===== config.mk =====
export PLATFORM = sky130hd
export DESIGN_NAME = conv3x3_top
export DESIGN_NICKNAME = d
export VERILOG_FILES = /design/src/rtl/conv_pkg.sv /design/src/rtl/conv3x3_top.sv /design/src/rtl/kernel_combine.sv /design/src/rtl/kernel_row_mac.sv /design/src/rtl/window_ctrl.sv /design/src/rtl/window_3x3_datapath.sv /design/src/rtl/line_buffer.sv
export VERILOG_INCLUDE_DIRS = /design/src /design/src/rtl
export SDC_FILE = /design/constraint.sdc
export NUM_CORES = 1
export LEC_CHECK = 0
export BUFFER_PORTS_ARGS = -buffer_cell sky130_fd_sc_hd__clkbuf_2
export CORE_ASPECT_RATIO = 1.25
export CORE_UTILIZATION = 60
export CTS_CLUSTER_SIZE = 12
export DETAILED_ROUTE_END_ITERATION = 6
export GPL_ROUTABILITY_DRIVEN = 0
export GPL_TIMING_DRIVEN = 0
export PLACE_DENSITY = 0.82
export SLEW_MARGIN = 0
export SYNTH_ARGS = -nofsm -noshare
export SYNTH_HDL_FRONTEND = slang
export SYNTH_HIERARCHICAL = 1
export SYNTH_SLANG_ARGS = --single-unit

===== constraint.sdc =====
create_clock -name clk -period 6.2 [get_ports clk]
set_input_delay 1.24 -clock clk [delete_from_list [all_inputs] [get_ports clk]]
set_output_delay 1.24 -clock clk [all_outputs]
set_load 0.1 [all_outputs]

===== src/rtl/conv_params.svh =====
`ifndef CONV_PARAMS_SVH
`define CONV_PARAMS_SVH

// frame geometry.
`define CONV_COLS 8
`define CONV_ROWS 6

// datapath widths.
`define CONV_PIX_W 8
`define CONV_ACC_W 12

// row and column counters.
`define CONV_CNT_W 10

`endif

===== src/rtl/conv_pkg.sv =====
`include "conv_params.svh"

package conv_pkg;

  typedef logic [`CONV_PIX_W-1:0] pix_t;

  // partial and total sums, signed.
  typedef logic signed [`CONV_ACC_W-1:0] acc_t;

  typedef logic [`CONV_CNT_W-1:0] cnt_t;

  // codes match the stimulus file.
  typedef enum logic [1:0] {
    KERN_IDENTITY = 2'd0,
    KERN_GAUSS    = 2'd1,
    KERN_SHARPEN  = 2'd2,
    KERN_EDGE     = 2'd3
  } kernel_e;

  typedef enum logic [1:0] {
    IDLE,
    FILL,
    RUN,
    DONE
  } ctrl_state_e;

endpackage


===== src/rtl/conv3x3_top.sv =====
`timescale 1ns/1ps
`include "conv_params.svh"

module conv3x3_top
  import conv_pkg::*;
(
  input  logic    clk,
  input  logic    rst_n,
  input  logic    start_i,
  input  kernel_e kernel_sel_i,
  input  logic    pix_valid_i,
  input  pix_t    pix_i,
  output logic    out_valid_o,
  output pix_t    out_pix_o,
  output logic    frame_done_o
);

  logic       lb_clear;
  logic       lb_valid;
  logic       lb_win_ready;
  pix_t       row0;
  pix_t       row1;
  pix_t       row2;
  logic       count_en;
  logic       reset_en;
  logic       win_valid;
  logic       col_eq_max;
  logic       row_eq_max;
  kernel_e    kernel_q;
  pix_t       win_tap [9];
  acc_t       part [3];
  logic [2:0] part_valid;

  line_buffer u_lb (
    .clk        (clk),
    .rst_n      (rst_n),
    .clear_i    (lb_clear),
    .pix_valid_i(pix_valid_i),
    .pix_i      (pix_i),
    .row0_o     (row0),
    .row1_o     (row1),
    .row2_o     (row2),
    .valid_o    (lb_valid),
    .win_ready_o(lb_win_ready)
  );

  window_3x3_datapath #(
    .COLS(`CONV_COLS),
    .ROWS(`CONV_ROWS)
  ) u_win (
    .clk               (clk),
    .rst_n             (rst_n),
    .shift_en_i        (lb_valid),
    .count_en_i        (count_en),
    .reset_en_i        (reset_en),
    .s1_i              (row0),
    .s2_i              (row1),
    .s3_i              (row2),
    .tap1_o            (win_tap[0]),
    .tap2_o            (win_tap[1]),
    .tap3_o            (win_tap[2]),
    .tap4_o            (win_tap[3]),
    .tap5_o            (win_tap[4]),
    .tap6_o            (win_tap[5]),
    .tap7_o            (win_tap[6]),
    .tap8_o            (win_tap[7]),
    .tap9_o            (win_tap[8]),
    .win_valid_o       (win_valid),
    .col_eq_max_o      (col_eq_max),
    .col_ge_threshold_o(),
    .row_eq_max_o      (row_eq_max)
  );

  window_ctrl u_ctrl (
    .clk         (clk),
    .rst_n       (rst_n),
    .start_i     (start_i),
    .kernel_sel_i(kernel_sel_i),
    .lb_valid_i  (lb_valid),
    .win_ready_i (lb_win_ready),
    .col_eq_max_i(col_eq_max),
    .row_eq_max_i(row_eq_max),
    .out_valid_i (out_valid_o),
    .kernel_o    (kernel_q),
    .lb_clear_o  (lb_clear),
    .count_en_o  (count_en),
    .reset_en_o  (reset_en),
    .frame_done_o(frame_done_o)
  );

  // one MAC per window row.
  for (genvar k = 0; k < 3; k++) begin : g_row_mac
    kernel_row_mac #(
      .KROW(k)
    ) u_mac (
      .clk     (clk),
      .rst_n   (rst_n),
      .valid_i (win_valid),
      .kernel_i(kernel_q),
      .a_i     (win_tap[3*k]),
      .b_i     (win_tap[3*k+1]),
      .c_i     (win_tap[3*k+2]),
      .part_o  (part[k]),
      .valid_o (part_valid[k])
    );
  end

  kernel_combine u_comb (
    .clk        (clk),
    .rst_n      (rst_n),
    .kernel_i   (kernel_q),
    .part0_i    (part[0]),
    .part1_i    (part[1]),
    .part2_i    (part[2]),
    .valid0_i   (part_valid[0]),
    .valid1_i   (part_valid[1]),
    .valid2_i   (part_valid[2]),
    .out_pix_o  (out_pix_o),
    .out_valid_o(out_valid_o)
  );

endmodule


===== src/rtl/kernel_combine.sv =====
`timescale 1ns/1ps
`include "conv_params.svh"

module kernel_combine
  import conv_pkg::*;
(
  input  logic    clk,
  input  logic    rst_n,
  input  kernel_e kernel_i,
  input  acc_t    part0_i,
  input  acc_t    part1_i,
  input  acc_t    part2_i,
  input  logic    valid0_i,
  input  logic    valid1_i,
  input  logic    valid2_i,
  output pix_t    out_pix_o,
  output logic    out_valid_o
);

  // two guard bits, gauss total reaches 16 x 255.
  localparam int SUM_W   = `CONV_ACC_W + 2;
  localparam int PIX_MAX = (1 << `CONV_PIX_W) - 1;

  typedef logic signed [SUM_W-1:0] sum_t;

  sum_t sum;
  sum_t scaled;
  pix_t clamped;

  assign sum = sum_t'(part0_i) + sum_t'(part1_i) + sum_t'(part2_i);

  always_comb begin
    case (kernel_i)
      KERN_GAUSS: scaled = sum >>> 4;
      KERN_EDGE:  scaled = (sum < 0) ? -sum : sum;
      default:    scaled = sum;
    endcase
  end

  // saturate to pixel range.
  always_comb begin
    if (scaled < 0) begin
      clamped = '0;
    end else if (scaled > PIX_MAX) begin
      clamped = '1;
    end else begin
      clamped = scaled[`CONV_PIX_W-1:0];
    end
  end

  always_ff @(posedge clk) begin
    if (!rst_n) begin
      out_valid_o <= 1'b0;
    end else begin
      out_valid_o <= valid0_i;
    end
  end

  always_ff @(posedge clk) begin
    if (valid0_i) begin
      out_pix_o <= clamped;
    end
  end

  a_valids_agree: assert property (
    @(posedge clk) disable iff (!rst_n)
    (valid0_i == valid1_i) && (valid1_i == valid2_i)
  );

endmodule


===== src/rtl/kernel_row_mac.sv =====
`timescale 1ns/1ps

module kernel_row_mac
  import conv_pkg::*;
#(
  parameter int KROW = 0
) (
  input  logic    clk,
  input  logic    rst_n,
  input  logic    valid_i,
  input  kernel_e kernel_i,
  input  pix_t    a_i,
  input  pix_t    b_i,
  input  pix_t    c_i,
  output acc_t    part_o,
  output logic    valid_o
);

  logic signed [3:0] k_a;
  logic signed [3:0] k_b;
  logic signed [3:0] k_c;
  acc_t              prod_a;
  acc_t              prod_b;
  acc_t              prod_c;

  // centre row differs, outer rows are equal.
  always_comb begin
    k_a = 4'sd0;
    k_b = 4'sd0;
    k_c = 4'sd0;
    case (kernel_i)
      KERN_IDENTITY: begin
        if (KROW == 1) begin
          k_b = 4'sd1;
        end
      end
      KERN_GAUSS: begin
        k_a = (KROW == 1) ? 4'sd2 : 4'sd1;
        k_b = (KROW == 1) ? 4'sd4 : 4'sd2;
        k_c = (KROW == 1) ? 4'sd2 : 4'sd1;
      end
      KERN_SHARPEN: begin
        k_a = (KROW == 1) ? -4'sd1 : 4'sd0;
        k_b = (KROW == 1) ? 4'sd5 : -4'sd1;
        k_c = (KROW == 1) ? -4'sd1 : 4'sd0;
      end
      default: begin
        k_a = (KROW == 1) ? 4'sd1 : 4'sd0;
        k_b = (KROW == 1) ? -4'sd4 : 4'sd1;
        k_c = (KROW == 1) ? 4'sd1 : 4'sd0;
      end
    endcase
  end

  // pixels are unsigned, zero extend before the signed multiply.
  assign prod_a = acc_t'({1'b0, a_i}) * acc_t'(k_a);
  assign prod_b = acc_t'({1'b0, b_i}) * acc_t'(k_b);
  assign prod_c = acc_t'({1'b0, c_i}) * acc_t'(k_c);

  always_ff @(posedge clk) begin
    if (!rst_n) begin
      valid_o <= 1'b0;
    end else begin
      valid_o <= valid_i;
    end
  end

  always_ff @(posedge clk) begin
    if (valid_i) begin
      part_o <= prod_a + prod_b + prod_c;
    end
  end

endmodule


===== src/rtl/window_ctrl.sv =====
`timescale 1ns/1ps
`include "conv_params.svh"

module window_ctrl
  import conv_pkg::*;
(
  input  logic    clk,
  input  logic    rst_n,
  input  logic    start_i,
  input  kernel_e kernel_sel_i,
  input  logic    lb_valid_i,
  input  logic    win_ready_i,
  input  logic    col_eq_max_i,
  input  logic    row_eq_max_i,
  input  logic    out_valid_i,
  output kernel_e kernel_o,
  output logic    lb_clear_o,
  output logic    count_en_o,
  output logic    reset_en_o,
  output logic    frame_done_o
);

  localparam int OUT_TOTAL = (`CONV_COLS - 2) * (`CONV_ROWS - 2);

  ctrl_state_e              state;
  kernel_e                  kernel_q;
  logic [2*`CONV_CNT_W-1:0] out_cnt;
  logic                     frame_start;
  logic                     last_out;

  assign frame_start = (state == IDLE) && start_i;
  assign last_out    = (state == DONE) && out_valid_i && (out_cnt == OUT_TOTAL - 1);

  assign kernel_o   = kernel_q;
  assign lb_clear_o = frame_start;
  assign reset_en_o = frame_start;
  assign count_en_o = (state == RUN) && lb_valid_i && win_ready_i;

  always_ff @(posedge clk) begin
    if (!rst_n) begin
      state    <= IDLE;
      kernel_q <= KERN_IDENTITY;
    end else begin
      case (state)
        IDLE: begin
          if (start_i) begin
            kernel_q <= kernel_sel_i;
            state    <= FILL;
          end
        end
        // first pixel of the frame leaves the line buffer.
        FILL: begin
          if (lb_valid_i) begin
            state <= RUN;
          end
        end
        RUN: begin
          if (col_eq_max_i && row_eq_max_i) begin
            state <= DONE;
          end
        end
        // windows still in the MAC and combine stages.
        DONE: begin
          if (last_out) begin
            state <= IDLE;
          end
        end
        default: state <= IDLE;
      endcase
    end
  end

  always_ff @(posedge clk) begin
    if (!rst_n) begin
      out_cnt      <= '0;
      frame_done_o <= 1'b0;
    end else begin
      frame_done_o <= last_out;
      if (frame_start) begin
        out_cnt <= '0;
      end else if (out_valid_i) begin
        out_cnt <= out_cnt + 1'b1;
      end
    end
  end

  a_no_count_at_wrap: assert property (
    @(posedge clk) disable iff (!rst_n)
    count_en_o |-> !col_eq_max_i
  );

endmodule


===== src/rtl/window_3x3_datapath.sv =====
`timescale 1ns/1ps

module window_3x3_datapath
  import conv_pkg::*;
#(
  parameter int COLS = 128,
  parameter int ROWS = 128
) (
  input  logic clk,
  input  logic rst_n,
  input  logic shift_en_i,
  input  logic count_en_i,
  input  logic reset_en_i,
  input  pix_t s1_i,
  input  pix_t s2_i,
  input  pix_t s3_i,
  output pix_t tap1_o,
  output pix_t tap2_o,
  output pix_t tap3_o,
  output pix_t tap4_o,
  output pix_t tap5_o,
  output pix_t tap6_o,
  output pix_t tap7_o,
  output pix_t tap8_o,
  output pix_t tap9_o,
  output logic win_valid_o,
  output logic col_eq_max_o,
  output logic col_ge_threshold_o,
  output logic row_eq_max_o
);

  cnt_t col_cnt;
  cnt_t row_cnt;
  logic shift_q;
  logic count_q;
  pix_t s1_dly;
  pix_t s2_dly;
  pix_t s3_dly;
  pix_t s1_win [3];
  pix_t s2_win [3];
  pix_t s3_win [3];

  // ~~~~~~~~~~~~~~~~~~~~~~~~~~~~~~~~~~~~~~~~~~~~~~~~~~
  // window counters
  // ~~~~~~~~~~~~~~~~~~~~~~~~~~~~~~~~~~~~~~~~~~~~~~~~~~

  always_ff @(posedge clk) begin
    if (!rst_n) begin
      col_cnt <= '0;
    end else if (reset_en_i || col_eq_max_o) begin
      col_cnt <= '0;
    end else if (count_en_i) begin
      col_cnt <= col_cnt + 1'b1;
    end
  end

  always_ff @(posedge clk) begin
    if (!rst_n) begin
      row_cnt <= '0;
    end else if (reset_en_i) begin
      row_cnt <= '0;
    end else if (col_eq_max_o) begin
      row_cnt <= row_cnt + 1'b1;
    end
  end

  assign col_eq_max_o       = (col_cnt == cnt_t'(COLS - 2));
  assign col_ge_threshold_o = (col_cnt > 0);
  assign row_eq_max_o       = (row_cnt == cnt_t'(ROWS - 3));

  // ~~~~~~~~~~~~~~~~~~~~~~~~~~~~~~~~~~~~~~~~~~~~~~~~~~
  // tap shifters
  // ~~~~~~~~~~~~~~~~~~~~~~~~~~~~~~~~~~~~~~~~~~~~~~~~~~

  always_ff @(posedge clk) begin
    if (!rst_n) begin
      shift_q     <= 1'b0;
      count_q     <= 1'b0;
      win_valid_o <= 1'b0;
    end else begin
      shift_q     <= shift_en_i;
      count_q     <= count_en_i;
      win_valid_o <= count_q;
    end
  end

  always_ff @(posedge clk) begin
    if (shift_en_i) begin
      s1_dly <= s1_i;
      s2_dly <= s2_i;
      s3_dly <= s3_i;
    end
  end

  // one window step per accepted pixel, a cycle behind the delay stage.
  always_ff @(posedge clk) begin
    if (shift_q) begin
      s1_win[0] <= s1_dly;
      s2_win[0] <= s2_dly;
      s3_win[0] <= s3_dly;
      for (int i = 1; i < 3; i++) begin
        s1_win[i] <= s1_win[i-1];
        s2_win[i] <= s2_win[i-1];
        s3_win[i] <= s3_win[i-1];
      end
    end
  end

  // oldest column first.
  assign tap1_o = s1_win[2];
  assign tap2_o = s1_win[1];
  assign tap3_o = s1_win[0];
  assign tap4_o = s2_win[2];
  assign tap5_o = s2_win[1];
  assign tap6_o = s2_win[0];
  assign tap7_o = s3_win[2];
  assign tap8_o = s3_win[1];
  assign tap9_o = s3_win[0];

endmodule


===== src/rtl/line_buffer.sv =====
`timescale 1ns/1ps
`include "conv_params.svh"

module line_buffer
  import conv_pkg::*;
(
  input  logic clk,
  input  logic rst_n,
  input  logic clear_i,
  input  logic pix_valid_i,
  input  pix_t pix_i,
  output pix_t row0_o,
  output pix_t row1_o,
  output pix_t row2_o,
  output logic valid_o,
  output logic win_ready_o
);

  localparam int PTR_W = $clog2(`CONV_COLS);

  pix_t             mem1 [`CONV_COLS];
  pix_t             mem2 [`CONV_COLS];
  cnt_t             col_q;
  cnt_t             row_q;
  logic [PTR_W-1:0] wr_ptr;
  logic             accept;
  logic             col_last;

  // a pixel arriving with the clear belongs to no frame.
  assign accept   = pix_valid_i && !clear_i;
  assign col_last = (col_q == cnt_t'(`CONV_COLS - 1));
  assign wr_ptr   = col_q[PTR_W-1:0];

  // input position tracking.
  always_ff @(posedge clk) begin
    if (!rst_n) begin
      col_q <= '0;
      row_q <= '0;
    end else if (clear_i) begin
      col_q <= '0;
      row_q <= '0;
    end else if (accept) begin
      if (col_last) begin
        col_q <= '0;
        row_q <= (row_q == cnt_t'(`CONV_ROWS - 1)) ? '0 : row_q + 1'b1;
      end else begin
        col_q <= col_q + 1'b1;
      end
    end
  end

  always_ff @(posedge clk) begin
    if (!rst_n) begin
      valid_o     <= 1'b0;
      win_ready_o <= 1'b0;
    end else begin
      valid_o     <= accept;
      win_ready_o <= accept && (row_q >= 2) && (col_q >= 2);
    end
  end

  // mem1 holds row r-1 and mem2 row r-2.
  always_ff @(posedge clk) begin
    if (accept) begin
      mem1[wr_ptr] <= pix_i;
      mem2[wr_ptr] <= mem1[wr_ptr];
      row0_o       <= mem2[wr_ptr];
      row1_o       <= mem1[wr_ptr];
      row2_o       <= pix_i;
    end
  end

  a_no_window_after_clear: assert property (
    @(posedge clk) disable iff (!rst_n)
    $past(clear_i, 2) |-> !win_ready_o
  );

endmodule


* Word-level counts from Yosys, hierarchy flattened *
Memory sizes are Yosys's and may differ from the RTL's. A register that Yosys moved wholly into a read port is not among the register bits.
Cells that the tools add are included.

operators by class
  $add $sub $neg = 14
  multiply operators = 9
  $lt $le $gt $ge = 5
  equal/unequal tests = 15
  multiplexer cells = 19
  bitwise operators = 1
  reduce and logical (&&, ||, !) cells = 18

operator list
  operator                                                             count
  multiplier 9 x 4 -> 12 bit                                           7
  adder 12 bit                                                         6
  adder 10 x 1 -> 10 bit (second input constant)                       4
  == test 10 x 3 -> 1 bit (second input constant)                      3
  < comparator 14 x 1 -> 1 bit (second input constant)                 2
  one-hot mux 14 bit (2 select lines)                                  1
  one-hot mux 4 bit (3 select lines)                                   2
  adder 20 x 1 -> 20 bit (second input constant)                       1
  == test 20 x 5 -> 1 bit (second input constant)                      1
  greater-or-equal comparator 10 x 2 -> 1 bit (second input constant)  2
  two-way mux 10 bit                                                   2
  multiplier 8 x 1 -> 9 bit                                            2
  adder 13 x 12 -> 14 bit                                              1
  > comparator 14 x 9 -> 1 bit (second input constant)                 1
  two-way mux 14 bit                                                   1
  negation 14 bit                                                      1
  adder 12 x 12 -> 13 bit                                              1
  == test 10 x 2 -> 1 bit (second input constant)                      1
  logical AND 1 bit                                                    9
  == test 2 bit (second input constant)                                4
  two-way mux 2 bit                                                    4
  two-way mux 8 bit                                                    1
  one-hot mux 2 bit (4 select lines)                                   1
  two-way mux 3 bit                                                    2
  11 further kinds                                                     21

storage, ports and cells
  bits in registers = 156
  RAM bits = 200
  input port bits = 14
  output and inout port bits = 10
  word-level logic and storage cells = 110
  memories kept = 5

memory list
  name          depth  bits a word  read ports  clocked after Yosys merged registers in  write ports  RTL line                   RTL
  u_lb.mem1     8      8            1           1                                        1            line_buffer.sv:21          pix_t mem1 [`CONV_COLS];
  u_lb.mem2     8      8            1           1                                        1            line_buffer.sv:22          pix_t mem2 [`CONV_COLS];
  u_win.s1_win  3      8            3           0                                        3            window_3x3_datapath.sv:39  pix_t s1_win [3];
  u_win.s2_win  3      8            3           0                                        3            window_3x3_datapath.sv:40  pix_t s2_win [3];
  u_win.s3_win  3      8            3           0                                        3            window_3x3_datapath.sv:41  pix_t s3_win [3];

* Logic depth before layout (Yosys ltp) *
Gate-level depths: netlist of run 1.

  depth in word-level cells = 7
  depth in mapped cells = 22

* Modules after synthesis *
Netlist of run 1, hierarchy kept.

modules (own cells, without submodules)
  module                               times used  cells an instance  area each (sq um)
  line_buffer                          1           411                6909.1
  window_3x3_datapath                  1           217                3972.6
  kernel_row_mac (g_row_mac[1].u_mac)  1           365                3388.2
  kernel_row_mac (g_row_mac[0].u_mac)  1           209                2164.6
  kernel_row_mac (g_row_mac[2].u_mac)  1           209                2148.3
  kernel_combine                       1           212                1843.0
  window_ctrl                          1           143                1223.7

* Least setup slack after synthesis of run 1 *
Ideal clock, no wire load.

  kind = register -> register
  start = register u_ctrl.kernel_q[1] (netlist: u_ctrl/kernel_o[1])
  end = register g_row_mac[1].u_mac.part_o[11] (data pin)
  data arrival time = 5.310 ns
  required time = 5.940 ns
  slack = 0.630 ns
  stages on the path, launching flop included = 20
  buffers on the path = 2
  clock period less this slack = 5.570 ns
  cell sequence = dfxtp_1 -> clkbuf_1 -> inv_1 -> ha_1 -> clkbuf_1 -> nand2_1 -> fa_1 -> fa_1 -> fa_1 -> inv_1 -> fa_1 -> inv_1 -> fa_1 -> inv_1 -> ha_1 -> a21oi_1 -> nand2_1 -> o21ai_2 -> o21ai_1 -> xnor2_1

on the way
  longest elaborated chain between the ends = 5

RTL lines
  item                                                  RTL line                                    RTL
  from (decl)                                           window_ctrl.sv:26                           kernel_e kernel_q;
  from (signal assigned)                                window_ctrl.sv:47                           kernel_q <= kernel_sel_i;
  == test 2 bit (tied with other cells)                 kernel_row_mac.sv:31                        case (kernel_i)
  one-hot mux 4 bit (3 select lines)                    kernel_row_mac.sv:31
  multiplier 9 x 4 -> 12 bit, on equally long branches  kernel_row_mac.sv:56, kernel_row_mac.sv:57
  adder 12 bit                                          kernel_row_mac.sv:70                        part_o <= prod_a + prod_b + prod_c;
  adder 12 bit (*)                                      kernel_row_mac.sv:70
  to (signal assigned)                                  kernel_row_mac.sv:70
  to (decl)                                             kernel_row_mac.sv:15                        output acc_t part_o,

Mark *: on every way between the ends. The rest lies on a longest branch, timed or not.
A chain may end at the register's enable or synchronous reset.

* Final worst setup path of run 1 *
Ends and elaborated chain as after synthesis.

==> flow_summary_export.csv, run 1 <==
group,metric,value,unit
power,ir_drop,0.266,mV
route,wl_per_cell,18.1,um
cts,clock_path_buffers,3,
sta,hold_viol_final,0,
sta,fmax,0.171,GHz
cts,numCtsBuffers,38,
synthesis,syn-cell-area,0.0216,mm2
worst_setup_path,crit_path_end_kind,"flop",
min_path,hold_start,"u_win/s3_dly[2]",
cts,clock_latency,540,ps
floorplanning,coreArea,0.0355,mm2
sta,drv_slew,0,
layout,drive_gt1_frac,0.107,
global_route,antenna_found_initial,0,
status,status,"finished, final reports clean",
floorplanning,initial_core_util,0.609,
min_path,min_to,"u_win/s3_win[0][2]",
power,power_density,323,mW/mm2
layout,syn_to_final_growth,9.61,%
route,drt_pass1_iterations,7,
floorplanning,io_pins,24,
power,p_comb_frac,0.313,
route,drc,0,
route,wirelength,42.3,mm
power,switchingPower,2460,uW
synthesis,synth_fp_nets,2060,
route,via_count,13300,
cts,clock_sinks,367,
worst_setup_path,path_class,"flop to flop",
worst_setup_path,reg2reg_from,"u_ctrl/kernel_o[1]",
global_route,grt_usage,0.237,
placed_design,io_buffers,23,
power,p_sw_frac,0.322,
layout,final_common_cell,"edfxtp_1",
global_route,grt_max_degree,73,
min_path,hold_path_class,"flop to flop",
placed_design,dpl.hpwl,30.1,mm
worst_setup_path,rrSetupSlack,340,ps
cts,htreeDepth,2,
layout,layout.cells.most_common_list,"edfxtp_1 (292), inv_1 (224), ha_1 (153)",
sta,worst_slew_pin_slew,1200,ps
worst_setup_path,r2r_end,"g_row_mac[1].u_mac/part_o[11]",
global_route,grt.overflow.total,0,
worst_setup_path,worstPathMaxFanout,23,
cts,clk_pin_slew,60,ps
worst_setup_path,start_kind,"flop",
route,viasPerCell,5.71,
job,drv_cap,0,
worst_setup_path,ff2ff_path_depth,18,
sta,min_period_over_period,0.945,
route,drtIter0Drc,746,
synthesis,synth_cells,1761,
floorplanning,dieArea,0.0367,mm2
sta,setup_viol,0,
power,sequentialPowerShare,0.394,
global_route,grt_pass1_wl,68.1,mm
floorplanning,die_h,214,um
layout,diodes,0,
sta,worst_clock_skew,14.2,ps
sta,min_period,5860,ps
global_route,grt_pass1_vias,13900,
route,postRouteAntennaNets,0,
sta,maxSlewHeadroom,0.201,
power,power.internal,5190,uW
placed_design,place_area,0.0224,mm2
cts,cts_tree,"done",
synthesis,ys_warn_count,6,
floorplanning,die_w,172,um
floorplanning,num_rows,77,
sta,rsz0062_at_grt,"false",
cts,hold_buffers,0,
layout,fin_area,0.0237,mm2
worst_setup_path,worstPathRequired,6500,ps
power,p_clk_frac,0.292,
worst_setup_path,crit_arrival,6150,ps
cts,root_buffer,"clkbuf_16",
power,finalPower,7650,uW
synthesis,syn_avg_cell_area,12.3,um2
layout,final_nets,2130,
min_path,holdPathStages,0,
sta,fin_setup_tns,0,ps
power,p_leak,0.00919,uW
[cell type report]
type,instances,area [um2]
clock buffers,58,1080
fillers,2461,11800
multi-input cells,1121,10300
inverters,227,852
clock inverters,7,129
plain buffers,45,233
flip-flops and latches,367,10300
repair buffers,31,229
well taps,474,593
[critical path, cell delays in order, from the launching register on]
cell      delay (ps)
dfxtp_4          560
inv_1             80
ha_1             450
clkbuf_1         420
nand2_1          150
fa_1             560
fa_1             460
fa_1             550
inv_1             50
fa_1             470
inv_1             60
fa_1             520
inv_1             40
ha_1             340
a21oi_1          210
nand2_1           90
o21ai_2          160
o21ai_1          100
xnor2_1          340
[power by group through the flow]
stage          Sequential [uW]  Clock (uW)  Combinational, uW
3_3_place_gp              3070           0               2270
2_1_floorplan             3030           0               1760
3_5_place_dp              3070           0               2390
6_report                  3020        2240               2400
5_1_grt                   3030        2350               2720
4_1_cts                   3020        2270               2410
[registers in the layout (all words and copies together), names as in the netlist, 10 cells and up, named ones only]
signal                  cells
g_row_mac.u_mac/part_o     36
u_ctrl/out_cnt             20
u_lb/col_q                 10
u_lb/mem1                  64
u_lb/mem2                  64
u_lb/row_q                 10
u_win/col_cnt              10
u_win/row_cnt              10
u_win/s1_win               24
u_win/s2_win               24
u_win/s3_win               24
[per-stage QoR]
step                hold slack [ps]  std cells  worst slack (ps)  utilization
floorplan                       400       1761               630            -
detailed placement              405       2265              -808        0.632
global route                    422       2330              8.32        0.667
global placement                401       2258              -731        0.629
finish                          417       2330               343        0.667
CTS                             418       2329               106        0.666
[layer usage]
metal | global-route usage | up-vias | part of all wire
li1 | - | 6212 | -
met1 | 0.266 | 6598 | 0.38
met2 | 0.448 | 377 | 0.55
met3 | 0.0282 | 111 | 0.039
met4 | 0.0917 | 0 | 0.034
met5 | 0 | - | 0
[worst max path at each step]
stage | from | to | slack [ps] | cells after the start
after floorplan | u_ctrl/kernel_o[1] | g_row_mac[1].u_mac/part_o[11] | 630 | 19
after global placement | u_ctrl/kernel_o[1] | g_row_mac[1].u_mac/part_o[11] | -730 | 19
after detailed placement | u_ctrl/kernel_o[1] | g_row_mac[1].u_mac/part_o[11] | -810 | 19
after CTS | u_ctrl/kernel_o[0] | g_row_mac[1].u_mac/part_o[11] | 110 | 18
after global routing | u_ctrl/kernel_o[1] | g_row_mac[1].u_mac/part_o[11] | 8 | 18
final | u_ctrl/kernel_o[1] | g_row_mac[1].u_mac/part_o[11] | 340 | 18
[what timing repair did]
item | CTS | global route
setup endpoints to repair | 12 | 2
pin swaps | 0 | 0
setup buffers | 0 | 1
cloned | 0 | 0
resized for setup | 3 | 4
No activity file was read; power rests on OpenSTA's default activity.
==> run 2, diff against run 1 <==
--- a/config.mk
+++ b/config.mk
@@ -9,6 +9,7 @@
 export BUFFER_PORTS_ARGS = -buffer_cell sky130_fd_sc_hd__clkbuf_2
 export CORE_ASPECT_RATIO = 1.25
 export CORE_UTILIZATION = 60
+export CTS_BUF_LIST = sky130_fd_sc_hd__clkbuf_8 sky130_fd_sc_hd__clkbuf_16
 export CTS_CLUSTER_SIZE = 12
 export DETAILED_ROUTE_END_ITERATION = 6
 export GPL_ROUTABILITY_DRIVEN = 0
==> run 2 against run 1 <==
Register-to-register slack gained 30 ps; core utilization is the same; count of clock-buffer cells in the layout shrank 16; power shrank 0.36%; flip-flop and latch count is the same; sequential share of layout area is the same; routed wire length grew 0.13%; final area is the same; fmax grew 0.53%; non-clock buffer count is the same; critical path depth is the same; sequential power is essentially flat; critical path type unchanged; critical endpoint unchanged.
==> flow_summary_export.csv, run 2 (synthesis results as in run 1) <==
group,metric,value,unit
status,status,"finished, final reports clean",
route,drt_pass1_iterations,5,
sta,min_period_over_period,0.940,
global_route,grt_max_degree,73,
sta,drv_slew,0,
worst_setup_path,slowest_delay,560,ps
sta,setup_ws,374,ps
worst_setup_path,worstPathMaxFanout,23,
power,finalPower,7630,uW
min_path,hold_path_class,"flop to flop",
floorplanning,initial_core_util,0.609,
layout,drive_gt1_frac,0.107,
floorplanning,dieArea,0.0367,mm2
worst_setup_path,worstPathRequired,6500,ps
sta,worst_clock_skew,14.1,ps
layout,final_common_cell,"edfxtp_1",
worst_setup_path,crit_chain,"inv_1 > ha_1 > clkbuf_1 > nand2_1 > fa_1 > fa_1 > fa_1 > inv_1 > fa_1 > inv_1 > fa_1 > inv_1 > ha_1 > a21oi_1 > nand2_1 > o21ai_2 > o21ai_1 > xnor2_1",
route,drtIter0Drc,774,
layout,final_nets,2130,
power,ir_drop,0.264,mV
job,drv_cap,0,
layout,utilization,0.667,
worst_setup_path,crit_path_end_kind,"flop",
floorplanning,io_pins,24,
cts,htreeDepth,2,
placed_design,preCtsSetupSlack,-808,ps
route,postRouteAntennaNets,0,
sta,setup_viol,0,
worst_setup_path,ff2ff_path_depth,18,
cts,clock_latency,530,ps
sta,fmax,0.172,GHz
layout,n_fill_cell,2461,
cts,root_buffer,"clkbuf_16",
sta,fin_setup_tns,0,ps
power,p_leak,0.00926,uW
worst_setup_path,start_kind,"flop",
route,drc,0,
placed_design,place_area,0.0224,mm2
sta,maxSlewHeadroom,0.202,
route,via_count,13300,
sta,hold_viol_final,0,
layout,syn_to_final_growth,9.61,%
floorplanning,die_h,214,um
layout,fin_area,0.0237,mm2
global_route,grt_usage,0.237,
sta,worst_slew_pin_slew,1200,ps
floorplanning,die_w,172,um
sta,rsz0062_at_grt,"false",
cts,numCtsBuffers,38,
global_route,antenna_found_initial,0,
worst_setup_path,crit_slowest_cell,"dfxtp_4",
layout,layout.cells.most_common_list,"edfxtp_1 (292), inv_1 (240), ha_1 (153)",
layout,multi_input_area,0.0103,mm2
worst_setup_path,rrSetupSlack,370,ps
cts,clk_pin_slew,60,ps
placed_design,io_buffers,23,
floorplanning,num_rows,77,
worst_setup_path,crit_arrival,6130,ps
global_route,grt_pass1_vias,13900,
layout,seq_area,0.0103,mm2
worst_setup_path,path_class,"flop to flop",
cts,clock_path_buffers,3,
route,wirelength,42.3,mm
worst_setup_path,reg2reg_from,"u_ctrl/kernel_o[1]",
layout,diodes,0,
cts,clock_sinks,367,
worst_setup_path,crit_top_cell,"fa_1",
power,power_density,322,mW/mm2
sta,min_period,5830,ps
placed_design,dpl.hpwl,30.1,mm
worst_setup_path,r2r_end,"g_row_mac[1].u_mac/part_o[11]",
worst_setup_path,worstSetupEndpoint,"g_row_mac[1].u_mac/part_o[11]",
layout,top_regs,"u_lb/mem1 x64, u_lb/mem2 x64, g_row_mac.u_mac/part_o x36",
cts,cts_tree,"done",
global_route,grt_pass1_wl,68.1,mm
floorplanning,coreArea,0.0355,mm2
worst_setup_path,crit_start,"u_ctrl/kernel_o[1]",
route,wl_per_cell,18.2,um
global_route,grt.overflow.total,0,
route,viasPerCell,5.72,
## run 2: timing repair
item / in CTS / in global routing
setup endpoints to repair: 12 / 2
buffers inserted: 0 / 1
gates resized for setup: 3 / 4
hold buffers: 0 / 0
pin swaps: 0 / 0
## run 2: area by class of cell
cell class	instances	share of cell area
flip-flops and latches	367	0.434
multi-input cells	1121	0.434
clock buffers	42	0.0430
inverters	227	0.0360
well taps	474	0.0251
plain buffers	45	0.00983
repair buffers	31	0.00968
clock inverters	23	0.00798
## run 2: worst max-delay path: cells and delay by family, from the launching register on
| family | cells | cell delay [ps] |
|---|---|---|
| compound gates | 3 | 480 |
| fa+ha+maj | 7 | 3360 |
| buf+inv | 5 | 640 |
| simple gates | 2 | 240 |
| xor+xnor | 1 | 320 |
| flops | 1 | 560 |
## run 2: metal layers
layer,GRT usage,vias up,part of all wire
met1,0.266,6619,0.38
met3,0.0282,114,0.039
met2,0.448,385,0.55
met5,0,-,0
met4,0.0917,0,0.035
li1,-,6213,-
## run 2: report_power, final
| group | total (uW) | switching [uW] | internal, uW | leakage [uW] |
|---|---|---|---|---|
| Combinational | 2400 | 1460 | 931 | 0.00534 |
| Clock | 2210 | 913 | 1300 | 0.000650 |
| Sequential | 3020 | 84.7 | 2930 | 0.00327 |
## run 2: how the worst min path moves through the flow
stage	startpoint	to	cells past startpoint
floorplan	u_lb/row0_o[0]	u_win/s1_dly[0]	0
global placement	u_lb/row0_o[5]	u_win/s1_dly[5]	0
detailed placement	u_win/s3_dly[2]	u_win/s3_win[0][2]	0
CTS	u_lb/row0_o[0]	u_win/s1_dly[0]	0
global route	u_win/s2_dly[3]	u_win/s2_win[0][3]	0
finish	u_win/s3_dly[2]	u_win/s3_win[0][2]	0
## run 2: stage by stage
stage | cells | hold WS (ps)
after detailed placement | 2265 | 405
after global routing | 2330 | 422
after floorplan | 1761 | 400
after global placement | 2258 | 401
final | 2330 | 417
after CTS | 2329 | 418
